==> src/common/mhq_pkg.sv <==
/*
 * Shared definitions for the miss handling queue: data, address and queue
 * sizes, cache line geometry and the memory operation function type
 */

package mhq_pkg;

    // Word and address sizes
    localparam int DATA_WIDTH      = 32;
    localparam int ADDR_WIDTH      = 32;
    localparam int WORD_SIZE       = DATA_WIDTH / 8;

    // Queue depth and the width of an entry tag
    localparam int MHQ_DEPTH       = 4;
    localparam int MHQ_IDX_WIDTH   = $clog2(MHQ_DEPTH);

    // Data cache line geometry
    localparam int DC_LINE_SIZE    = 32;
    localparam int DC_LINE_WIDTH   = DC_LINE_SIZE * 8;
    localparam int DC_OFFSET_WIDTH = $clog2(DC_LINE_SIZE);

    // Memory operation issued by the LSU
    typedef enum logic [3:0] {
        LB  = 4'b0000,
        LH  = 4'b0001,
        LW  = 4'b0010,
        LBU = 4'b0011,
        LHU = 4'b0100,
        SB  = 4'b0101,
        SH  = 4'b0110,
        SW  = 4'b0111
    } lsu_func_t;

endpackage

==> src/mhq/mhq.sv <==
/*
 * Miss handling queue top level. Joins the lookup and execute stages and
 * forms the CCU request address from the head line address
 */

`timescale 1ns/1ns

module mhq (
    input  logic                                clk,
    input  logic                                i_reset,

    // Lookup from the LSU
    input  logic                                i_lookup_valid,
    input  logic                                i_lookup_dc_hit,
    input  logic [mhq_pkg::ADDR_WIDTH-1:0]      i_lookup_addr,
    input  mhq_pkg::lsu_func_t                  i_lookup_lsu_func,
    input  logic [mhq_pkg::DATA_WIDTH-1:0]      i_lookup_data,
    input  logic                                i_lookup_we,
    output logic [mhq_pkg::MHQ_IDX_WIDTH-1:0]   o_lookup_tag,
    output logic                                o_lookup_retry,

    // CCU line request
    input  logic                                i_ccu_done,
    input  logic [mhq_pkg::DC_LINE_WIDTH-1:0]   i_ccu_data,
    output logic                                o_ccu_en,
    output logic [mhq_pkg::ADDR_WIDTH-1:0]      o_ccu_addr,

    // Cache fill
    output logic                                o_fill_en,
    output logic [mhq_pkg::MHQ_IDX_WIDTH-1:0]   o_fill_tag,
    output logic                                o_fill_dirty,
    output logic [mhq_pkg::ADDR_WIDTH-1:0]      o_fill_addr,
    output logic [mhq_pkg::DC_LINE_WIDTH-1:0]   o_fill_data
);

    logic [mhq_pkg::MHQ_IDX_WIDTH:0]                       head_next;
    logic [mhq_pkg::MHQ_IDX_WIDTH:0]                       tail_next;
    logic [mhq_pkg::MHQ_DEPTH-1:0]                         entry_valid;
    logic [mhq_pkg::MHQ_DEPTH-1:0]
          [mhq_pkg::ADDR_WIDTH-1:mhq_pkg::DC_OFFSET_WIDTH] entry_line_addr;
    logic [mhq_pkg::ADDR_WIDTH-1:mhq_pkg::DC_OFFSET_WIDTH] ccu_line_addr;
    logic                                                  lu_en;
    logic                                                  lu_we;
    logic [mhq_pkg::DC_OFFSET_WIDTH-1:0]                   lu_offset;
    logic [mhq_pkg::DATA_WIDTH-1:0]                        lu_wr_data;
    logic [mhq_pkg::WORD_SIZE-1:0]                         lu_byte_select;
    logic                                                  lu_match;
    logic [mhq_pkg::MHQ_IDX_WIDTH-1:0]                     lu_tag;
    logic [mhq_pkg::ADDR_WIDTH-1:mhq_pkg::DC_OFFSET_WIDTH] lu_line_addr;

    assign o_ccu_addr   = {ccu_line_addr, {mhq_pkg::DC_OFFSET_WIDTH{1'b0}}};
    assign o_lookup_tag = lu_tag;

    // The lookup outputs double as the bypass of the allocation in execute
    mhq_lu u_mhq_lu (
        .clk               (clk),
        .i_reset           (i_reset),
        .i_lookup_valid    (i_lookup_valid),
        .i_lookup_dc_hit   (i_lookup_dc_hit),
        .i_lookup_addr     (i_lookup_addr),
        .i_lookup_lsu_func (i_lookup_lsu_func),
        .i_lookup_data     (i_lookup_data),
        .i_lookup_we       (i_lookup_we),
        .i_head_next       (head_next),
        .i_tail_next       (tail_next),
        .i_entry_valid     (entry_valid),
        .i_entry_line_addr (entry_line_addr),
        .i_ex_en           (lu_en),
        .i_ex_match        (lu_match),
        .i_ex_tag          (lu_tag),
        .i_ex_line_addr    (lu_line_addr),
        .i_ccu_done        (i_ccu_done),
        .i_ccu_line_addr   (ccu_line_addr),
        .o_lu_en           (lu_en),
        .o_lu_we           (lu_we),
        .o_lu_offset       (lu_offset),
        .o_lu_wr_data      (lu_wr_data),
        .o_lu_byte_select  (lu_byte_select),
        .o_lu_match        (lu_match),
        .o_lu_tag          (lu_tag),
        .o_lu_line_addr    (lu_line_addr),
        .o_lu_retry        (o_lookup_retry)
    );

    mhq_ex u_mhq_ex (
        .clk               (clk),
        .i_reset           (i_reset),
        .i_lu_en           (lu_en),
        .i_lu_we           (lu_we),
        .i_lu_offset       (lu_offset),
        .i_lu_wr_data      (lu_wr_data),
        .i_lu_byte_select  (lu_byte_select),
        .i_lu_match        (lu_match),
        .i_lu_tag          (lu_tag),
        .i_lu_line_addr    (lu_line_addr),
        .i_ccu_done        (i_ccu_done),
        .i_ccu_data        (i_ccu_data),
        .o_head_next       (head_next),
        .o_tail_next       (tail_next),
        .o_entry_valid     (entry_valid),
        .o_entry_line_addr (entry_line_addr),
        .o_ccu_en          (o_ccu_en),
        .o_ccu_line_addr   (ccu_line_addr),
        .o_fill_en         (o_fill_en),
        .o_fill_tag        (o_fill_tag),
        .o_fill_dirty      (o_fill_dirty),
        .o_fill_addr       (o_fill_addr),
        .o_fill_data       (o_fill_data)
    );

endmodule

==> src/mhq/mhq_ex.sv <==
/*
 * Execute stage of the miss handling queue. Holds the entries, allocates
 * or merges lookup requests, writes store bytes, requests the head line
 * from the CCU and merges the returned line into a cache fill
 */

`timescale 1ns/1ns

module mhq_ex (
    input  logic                                                  clk,
    input  logic                                                  i_reset,

    input  logic                                                  i_lu_en,
    input  logic                                                  i_lu_we,
    input  logic [mhq_pkg::DC_OFFSET_WIDTH-1:0]                   i_lu_offset,
    input  logic [mhq_pkg::DATA_WIDTH-1:0]                        i_lu_wr_data,
    input  logic [mhq_pkg::WORD_SIZE-1:0]                         i_lu_byte_select,
    input  logic                                                  i_lu_match,
    input  logic [mhq_pkg::MHQ_IDX_WIDTH-1:0]                     i_lu_tag,
    input  logic [mhq_pkg::ADDR_WIDTH-1:mhq_pkg::DC_OFFSET_WIDTH] i_lu_line_addr,

    input  logic                                                  i_ccu_done,
    input  logic [mhq_pkg::DC_LINE_WIDTH-1:0]                     i_ccu_data,

    output logic [mhq_pkg::MHQ_IDX_WIDTH:0]                       o_head_next,
    output logic [mhq_pkg::MHQ_IDX_WIDTH:0]                       o_tail_next,
    output logic [mhq_pkg::MHQ_DEPTH-1:0]                         o_entry_valid,
    output logic [mhq_pkg::MHQ_DEPTH-1:0]
                 [mhq_pkg::ADDR_WIDTH-1:mhq_pkg::DC_OFFSET_WIDTH] o_entry_line_addr,

    output logic                                                  o_ccu_en,
    output logic [mhq_pkg::ADDR_WIDTH-1:mhq_pkg::DC_OFFSET_WIDTH] o_ccu_line_addr,

    output logic                                                  o_fill_en,
    output logic [mhq_pkg::MHQ_IDX_WIDTH-1:0]                     o_fill_tag,
    output logic                                                  o_fill_dirty,
    output logic [mhq_pkg::ADDR_WIDTH-1:0]                        o_fill_addr,
    output logic [mhq_pkg::DC_LINE_WIDTH-1:0]                     o_fill_data
);

    logic [mhq_pkg::MHQ_IDX_WIDTH-1:0]   head_idx;
    logic [mhq_pkg::DC_LINE_SIZE-1:0]    wr_mask;
    logic [mhq_pkg::DC_LINE_WIDTH-1:0]   wr_line;
    logic                                head_wr;
    logic [mhq_pkg::DC_LINE_WIDTH-1:0]   fill_data;
    logic                                fill_dirty;
    logic [mhq_pkg::MHQ_DEPTH-1:0]       entry_dirty;
    logic [mhq_pkg::DC_LINE_SIZE-1:0]    entry_mask [mhq_pkg::MHQ_DEPTH];
    logic [mhq_pkg::DC_LINE_WIDTH-1:0]   entry_data [mhq_pkg::MHQ_DEPTH];

    assign head_idx = o_head_next[mhq_pkg::MHQ_IDX_WIDTH-1:0];

    // Place the store word at its offset within the line
    assign wr_mask = i_lu_we ? ({{(mhq_pkg::DC_LINE_SIZE - mhq_pkg::WORD_SIZE){1'b0}},
                                 i_lu_byte_select} << i_lu_offset) : '0;
    assign wr_line = {{(mhq_pkg::DC_LINE_WIDTH - mhq_pkg::DATA_WIDTH){1'b0}}, i_lu_wr_data}
                     << {i_lu_offset, 3'b000};

    // The CCU is idle during the fill cycle, so the next request starts a cycle later
    assign o_ccu_en        = o_entry_valid[head_idx] & ~o_fill_en;
    assign o_ccu_line_addr = o_entry_line_addr[head_idx];

    // A store merging into the head at the fill edge goes straight into the fill
    assign head_wr = i_lu_en & i_lu_match & (i_lu_tag == head_idx);

    always_comb begin
        for (int b = 0; b < mhq_pkg::DC_LINE_SIZE; b++) begin
            if (head_wr && wr_mask[b]) begin
                fill_data[b*8 +: 8] = wr_line[b*8 +: 8];
            end else if (entry_mask[head_idx][b]) begin
                fill_data[b*8 +: 8] = entry_data[head_idx][b*8 +: 8];
            end else begin
                fill_data[b*8 +: 8] = i_ccu_data[b*8 +: 8];
            end
        end
        fill_dirty = entry_dirty[head_idx] | (head_wr & i_lu_we);
    end

    // Queue pointers and entry valids
    always_ff @(posedge clk) begin
        if (i_reset) begin
            o_head_next   <= '0;
            o_tail_next   <= '0;
            o_entry_valid <= '0;
            o_fill_en     <= 1'b0;
        end else begin
            o_fill_en <= i_ccu_done;
            if (i_lu_en && !i_lu_match) begin
                o_entry_valid[i_lu_tag] <= 1'b1;
                o_tail_next             <= o_tail_next + 1'b1;
            end
            if (i_ccu_done) begin
                o_entry_valid[head_idx] <= 1'b0;
                o_head_next             <= o_head_next + 1'b1;
            end
        end
    end

    // Entry contents. A new entry starts with only the bytes of its own store
    always_ff @(posedge clk) begin
        if (i_lu_en) begin
            if (i_lu_match) begin
                entry_mask[i_lu_tag]  <= entry_mask[i_lu_tag] | wr_mask;
                entry_dirty[i_lu_tag] <= entry_dirty[i_lu_tag] | i_lu_we;
            end else begin
                o_entry_line_addr[i_lu_tag] <= i_lu_line_addr;
                entry_mask[i_lu_tag]        <= wr_mask;
                entry_dirty[i_lu_tag]       <= i_lu_we;
            end
            for (int b = 0; b < mhq_pkg::DC_LINE_SIZE; b++) begin
                if (wr_mask[b]) begin
                    entry_data[i_lu_tag][b*8 +: 8] <= wr_line[b*8 +: 8];
                end
            end
        end
    end

    // Fill payload, captured when the CCU returns the head line
    always_ff @(posedge clk) begin
        if (i_ccu_done) begin
            o_fill_tag   <= head_idx;
            o_fill_dirty <= fill_dirty;
            o_fill_addr  <= {o_entry_line_addr[head_idx], {mhq_pkg::DC_OFFSET_WIDTH{1'b0}}};
            o_fill_data  <= fill_data;
        end
    end

endmodule

==> src/mhq/mhq_lu.sv <==
/*
 * Lookup stage of the miss handling queue. Matches the request line
 * against all valid entries and the allocation in execute, then
 * registers the tag, retry and byte-aligned store data for execute
 */

`timescale 1ns/1ns

module mhq_lu (
    input  logic                                                  clk,
    input  logic                                                  i_reset,

    input  logic                                                  i_lookup_valid,
    input  logic                                                  i_lookup_dc_hit,
    input  logic [mhq_pkg::ADDR_WIDTH-1:0]                        i_lookup_addr,
    input  mhq_pkg::lsu_func_t                                    i_lookup_lsu_func,
    input  logic [mhq_pkg::DATA_WIDTH-1:0]                        i_lookup_data,
    input  logic                                                  i_lookup_we,

    input  logic [mhq_pkg::MHQ_IDX_WIDTH:0]                       i_head_next,
    input  logic [mhq_pkg::MHQ_IDX_WIDTH:0]                       i_tail_next,
    input  logic [mhq_pkg::MHQ_DEPTH-1:0]                         i_entry_valid,
    input  logic [mhq_pkg::MHQ_DEPTH-1:0]
                 [mhq_pkg::ADDR_WIDTH-1:mhq_pkg::DC_OFFSET_WIDTH] i_entry_line_addr,

    input  logic                                                  i_ex_en,
    input  logic                                                  i_ex_match,
    input  logic [mhq_pkg::MHQ_IDX_WIDTH-1:0]                     i_ex_tag,
    input  logic [mhq_pkg::ADDR_WIDTH-1:mhq_pkg::DC_OFFSET_WIDTH] i_ex_line_addr,

    input  logic                                                  i_ccu_done,
    input  logic [mhq_pkg::ADDR_WIDTH-1:mhq_pkg::DC_OFFSET_WIDTH] i_ccu_line_addr,

    output logic                                                  o_lu_en,
    output logic                                                  o_lu_we,
    output logic [mhq_pkg::DC_OFFSET_WIDTH-1:0]                   o_lu_offset,
    output logic [mhq_pkg::DATA_WIDTH-1:0]                        o_lu_wr_data,
    output logic [mhq_pkg::WORD_SIZE-1:0]                         o_lu_byte_select,
    output logic                                                  o_lu_match,
    output logic [mhq_pkg::MHQ_IDX_WIDTH-1:0]                     o_lu_tag,
    output logic [mhq_pkg::ADDR_WIDTH-1:mhq_pkg::DC_OFFSET_WIDTH] o_lu_line_addr,
    output logic                                                  o_lu_retry
);

    logic                                                  req_en;
    logic [mhq_pkg::ADDR_WIDTH-1:mhq_pkg::DC_OFFSET_WIDTH] req_line_addr;
    logic [mhq_pkg::DC_OFFSET_WIDTH-1:0]                   lane_mask;
    logic [mhq_pkg::DC_OFFSET_WIDTH-1:0]                   byte_lane;
    logic [mhq_pkg::WORD_SIZE-1:0]                         byte_select;
    logic                                                  cam_match;
    logic [mhq_pkg::MHQ_IDX_WIDTH-1:0]                     cam_tag;
    logic                                                  bypass_hit;
    logic                                                  pending_alloc;
    logic [mhq_pkg::MHQ_IDX_WIDTH:0]                       occupancy;
    logic [mhq_pkg::MHQ_IDX_WIDTH:0]                       alloc_ptr;
    logic                                                  full;
    logic                                                  fill_conflict;
    logic                                                  match;
    logic                                                  retry;

    assign req_en        = i_lookup_valid & ~i_lookup_dc_hit;
    assign req_line_addr = i_lookup_addr[mhq_pkg::ADDR_WIDTH-1:mhq_pkg::DC_OFFSET_WIDTH];
    assign lane_mask     = mhq_pkg::DC_OFFSET_WIDTH'(mhq_pkg::WORD_SIZE - 1);
    assign byte_lane     = i_lookup_addr[mhq_pkg::DC_OFFSET_WIDTH-1:0] & lane_mask;

    // Compare the request line with every valid entry
    always_comb begin
        cam_match = 1'b0;
        cam_tag   = '0;
        for (int i = 0; i < mhq_pkg::MHQ_DEPTH; i++) begin
            if (i_entry_valid[i] && (i_entry_line_addr[i] == req_line_addr)) begin
                cam_match = 1'b1;
                cam_tag   = mhq_pkg::MHQ_IDX_WIDTH'(i);
            end
        end
    end

    // Execute writes its entry at the next edge, so the CAM cannot see it yet
    assign bypass_hit    = i_ex_en & (i_ex_line_addr == req_line_addr);
    assign pending_alloc = i_ex_en & ~i_ex_match;
    assign match         = cam_match | bypass_hit;

    // The depth is a power of two, so a full queue sets the top occupancy bit
    assign occupancy = i_tail_next - i_head_next
                     + {{mhq_pkg::MHQ_IDX_WIDTH{1'b0}}, pending_alloc};
    assign alloc_ptr = i_tail_next + {{mhq_pkg::MHQ_IDX_WIDTH{1'b0}}, pending_alloc};
    assign full      = occupancy[mhq_pkg::MHQ_IDX_WIDTH];

    // The head entry is freed at this edge and cannot take a merge
    assign fill_conflict = i_ccu_done & (i_ccu_line_addr == req_line_addr);
    assign retry         = req_en & ((full & ~match) | fill_conflict);

    always_comb begin
        case (i_lookup_lsu_func)
            mhq_pkg::LB, mhq_pkg::LBU, mhq_pkg::SB: byte_select = mhq_pkg::WORD_SIZE'(1);
            mhq_pkg::LH, mhq_pkg::LHU, mhq_pkg::SH: byte_select = mhq_pkg::WORD_SIZE'(3);
            default:                                byte_select = '1;
        endcase
    end

    always_ff @(posedge clk) begin
        if (i_reset) begin
            o_lu_en    <= 1'b0;
            o_lu_retry <= 1'b0;
        end else begin
            o_lu_en    <= req_en & ~retry;
            o_lu_retry <= retry;
        end
    end

    // Store data and byte select are aligned to their lanes within the word
    always_ff @(posedge clk) begin
        o_lu_we          <= i_lookup_we;
        o_lu_offset      <= i_lookup_addr[mhq_pkg::DC_OFFSET_WIDTH-1:0] & ~lane_mask;
        o_lu_wr_data     <= i_lookup_data << {byte_lane, 3'b000};
        o_lu_byte_select <= byte_select << byte_lane;
        o_lu_match       <= match;
        o_lu_tag         <= bypass_hit ? i_ex_tag :
                            cam_match  ? cam_tag  : alloc_ptr[mhq_pkg::MHQ_IDX_WIDTH-1:0];
        o_lu_line_addr   <= req_line_addr;
    end

endmodule

==> config.mk <==
export PLATFORM = sky130hd
export DESIGN_NAME = mhq
export DESIGN_NICKNAME = d
export VERILOG_FILES = /design/src/common/mhq_pkg.sv /design/src/mhq/mhq.sv /design/src/mhq/mhq_ex.sv /design/src/mhq/mhq_lu.sv
export SDC_FILE = /design/constraint.sdc
export NUM_CORES = 2
export LEC_CHECK = 0
export BUFFER_PORTS_ARGS = -buffer_cell sky130_fd_sc_hd__buf_2
export CAP_MARGIN = 20
export CORE_MARGIN = 5
export CORE_UTILIZATION = 25
export DETAILED_ROUTE_END_ITERATION = 6
export GPL_ROUTABILITY_DRIVEN = 0
export GPL_TIMING_DRIVEN = 0
export PLACE_DENSITY = 0.52
export SETUP_SLACK_MARGIN = 0.5
export SLEW_MARGIN = 20
export SYNTH_ARGS = -nofsm -noshare
export SYNTH_HDL_FRONTEND = slang
export SYNTH_SLANG_ARGS = --single-unit
==> constraint.sdc <==
create_clock -name clk -period 8.4 [get_ports clk]
set_input_delay 0.42 -clock clk [delete_from_list [all_inputs] [get_ports clk]]
set_output_delay 0.42 -clock clk [all_outputs]
set_load 0.02 [all_outputs]
==> results by group <==
Status
  – Status: finished clean

Floorplanning
  – Die width: 532 um
  – Row count: 191
  – DIE AREA: 283,000 um2
  – Initial Util: 25.1%
  – I/O pin count: 658
  – Area of the core: 271,000 um2
  – Die H: 532 um

GRT
  – Total Routing Usage GR: 17.8%
  – Initial antenna violation count: 57
  – Vias in the first global route: 42,509
  – GR Overflow Total: 0
  – First-pass GRT wire length: 352 mm
  – Largest net degree at the start of global routing: 96

Logic synthesis
  – Top post-synthesis cells by area: edfxtp_1 68%, mux4_2 11%, mux2i_1 4.4%
  – Synth Warn #: 0
  – Area leader, netlist: edfxtp_1
  – Mean post-synth cell area: 17.0 um2
  – Post-synthesis sequential area ratio: 70.9%
  – Number of synthesized flops with an enable pin: 1,552
  – Flops & latches, synth: 1,637
  – Synth Flop Type: edfxtp_1
  – Share of the synthesized area in the top cell type: 68.4%
  – Synth cell types: 57
  – Syn Inst Count: 4,012
  – Ys async rst share: 0%
  – Post-Synthesis Cell Area: 68,200 um2

Route
  – Top Layer Used: met5
  – Routed WL per cell: 29.1 um
  – First-pass DRT Iterations: 5
  – DR DRC count: 0
  – WL met2: 124 mm
  – DR iter-0 viols: 4,204
  – Met3 routed WL: 18.3 mm
  – Post-Route WL: 261 mm
  – Routed length on met1: 109 mm
  – Final ANT Viol Nets: 0
  – Detailed-route via count: 42,230
  – Routed vias/inst: 4.70

Hold path
  – Hold Crit Class: primary input to flop
  – Worst Hold Depth: 3
  – Hold Startpoint: i_ccu_data[142]

Timing
  – Setup TNS: 0 ns
  – Hold_ws: 0.0526 ns
  – Max Transition Viols Final: 0
  – # setup viols final: 0
  – Final Hold Violating Endpoints: 0
  – Final period utilization: 55.2%
  – Max Clock Skew: 0.0781 ns
  – Tmin final: 4.64 ns
  – Slew headroom: 24.3%
  – Slew at the pin closest to its max-slew limit: 1.14 ns
  – RSZ-0062 raised after global routing: false
  – Max Freq: 216 MHz

Setup path
  – Critical path class: flop to flop
  – Critical R2R Launch: u_mhq_lu.o_lu_offset[3]
  – CP Max Fanout: 10
  – R2R cell count: 5
  – Reg2Reg Setup Slack: 3.76 ns
  – Critical Path RT: 8.84 ns
  – CP Capture Type: flop
  – Worst setup path startpoint: u_mhq_lu.o_lu_offset[3]
  – Crit start category: flop
  – CP arrival: 5.08 ns

Job
  – MaxCap Viol Count: 0

Power and ir drop
  – P_leak: 29.0 nW
  – Sequential power share: 47.3%
  – Clock share of power: 42.0%
  – Switching portion of total power: 25.2%
  – Logic pwr share: 10.7%
  – Net Switching: 4.95 mW
  – Int Pwr: 14.7 mW
  – Pwr per Cell Area: 227 nW/um2
  – Max VDD drop: 0.167 mV

Layout
  – Area grow syn2layout: 26.5%
  – Fin area: 86,300 um2
  – # fillers: 26,677
  – Finished Core Util: 31.8%
  – Layout Nets: 5,505
  – Fraction of layout cells with a size suffix above 1: 27.7%

Placement
  – Count of input and output buffers: 645
  – Post-DP HPWL: 195 mm
  – Cell Area, Placed: 77,200 um2

CTS
  – CTS tree: yes
  – CTS Buf Count: 192
  – Clk sink count: 1,637
  – CTS resizes: 0
  – Worst skew pair latency: 0.89 ns
  – Root buf cell: clkbuf_16
  – H-tree lvl count: 4
  – Register clock-pin slew on the reported worst setup and hold paths: 0.06 ns
  – CTS Buffer Depth: 4
-- power by group through the flow --
stage	logic, mW	clock network, mW	registers [mW]
floorplan	0.939	0	9.49
global placement	1.85	0	9.54
detailed placement	2.02	0	9.45
CTS	2.13	8.43	9.28
global route	2.22	8.78	9.28
finish	2.09	8.25	9.28
-- layout by cell type (no fill, tap or decap), types with 12 or more instances in the layout --
cell	synthesis	layout
mux2i_1	303	303
xnor2_1	96	96
clkbuf_1	165	174
clkbuf_2	5	26
mux4_2	330	330
nor2_1	419	413
buf_2	67	712
nand2_1	119	119
and3_1	102	102
clkinv_1	0	34
and2_1	174	174
dlygate4sd3_1	0	260
clkinv_2	0	33
xor2_1	72	72
bufinv_16	0	13
edfxtp_1	1552	1552
nand4_1	29	29
a211oi_1	13	13
buf_16	0	36
dfxtp_2	0	32
diode_2	0	99
inv_1	16	12
buf_4	15	15
nor4_1	23	23
a21oi_1	278	278
nor2b_1	16	15
dfxtp_1	85	53
nand3_1	36	36
clkbuf_16	0	193
-- worst max-delay path, stage by stage, from the launching register on --
cell and delay (ns):
dfxtp_1 0.42, nor2b_1 0.85, clkbuf_1 0.79, clkbuf_1 0.90
nand2_1 0.43, nor2_1 0.80
-- synthesized netlist by cell type (2+ instances only) --
cell type  instances
a211oi_1          13
a21bo_2            2
a21oi_1          278
a221oi_1           2
and2_1           174
and3_1           102
buf_1             12
buf_2             67
buf_4             15
buf_6              7
clkbuf_1         165
clkbuf_2           5
dfxtp_1           85
edfxtp_1        1552
ha_1               9
inv_1             16
mux2_2             3
mux2i_1          303
mux4_1             9
mux4_2           330
nand2_1          119
nand2b_1           3
nand3_1           36
nand3b_1           3
nand4_1           29
nor2_1           419
nor2b_1           16
nor3_1             5
nor3b_1            2
nor4_1            23
o21ai_0            7
o22ai_1            9
or3_1              2
xnor2_1           96
xor2_1            72
-- repair_timing --
action | in CTS | in global routing
hold buffers | 260 | 0
endpoints found under the setup margin | 0 | 0
setup buffers | 0 | 0
hold endpoints to repair | 288 | 0
-- cell families after synthesis --
group,synth area share (%)
mux,15.7
buf+inv,1.90
other cells,0.00550
fa+ha+maj,0.165
xor+xnor,2.18
compound gates,2.54
flops,70.9
simple gates,6.60
-- routing by layer --
| metal | up-vias | track usage [%] |
|---|---|---|
| met1 | 21953 | 23.5 |
| met2 | 1893 | 29.2 |
| li1 | 18020 | - |
| met5 | - | 0 |
| met3 | 350 | 3.37 |
| met4 | 14 | 6.45 |
-- area by class of cell --
type | instances | area, um2 | share of cell area (%)
timing repair buffer | 951 | 7030 | 8.15
multi-input combinational | 2096 | 18600 | 21.6
clock inverter | 114 | 1120 | 1.30
buffer | 272 | 1260 | 1.47
clock buffer | 233 | 5070 | 5.88
antenna | 99 | 248 | 0.287
sequential | 1637 | 48300 | 56.0
tap | 3570 | 4470 | 5.18
inverter | 16 | 62.6 | 0.0725
-- through the flow --
stage | std cells | power, mW | setup slack, ns
after global routing | 8912 | 20.3 | 3.55
after detailed placement | 8282 | 11.5 | 3.54
after floorplan | 4021 | 10.4 | 5.45
after CTS | 8889 | 19.8 | 3.51
after global placement | 8236 | 11.4 | 0.514
final | 8988 | 19.6 | 3.76
-- path summary, 6_finish.rpt --
path / to
max: u_mhq_ex.entry_data[3][196]
min: u_mhq_ex.o_fill_data[142]
max reg2reg: u_mhq_ex.entry_data[3][196]
min reg2reg: u_mhq_ex.o_entry_line_addr[50]
-- flip-flops by register name (all words and copies together) (netlist names), named ones only --
signal	flops
u_mhq_ex.entry_data	1024
u_mhq_lu.o_lu_match	1
u_mhq_lu.o_lu_en	1
u_mhq_ex.o_entry_valid	4
u_mhq_lu.o_lu_offset	3
u_mhq_lu.o_lu_byte_select	4
u_mhq_lu.o_lu_we	1
u_mhq_ex.o_fill_tag	2
u_mhq_ex.o_fill_dirty	1
u_mhq_ex.o_fill_en	1
u_mhq_lu.o_lu_tag	2
u_mhq_ex.o_entry_line_addr	108
u_mhq_lu.o_lu_wr_data	32
u_mhq_lu.o_lu_line_addr	27
u_mhq_lu.o_lu_retry	1
u_mhq_ex.entry_mask	128
u_mhq_ex.entry_dirty	4
u_mhq_ex.o_tail_next	3
u_mhq_ex.o_head_next	3
u_mhq_ex.o_fill_data	256
u_mhq_ex.o_fill_addr	27
Note: power is estimated with default switching activity, not from simulation.
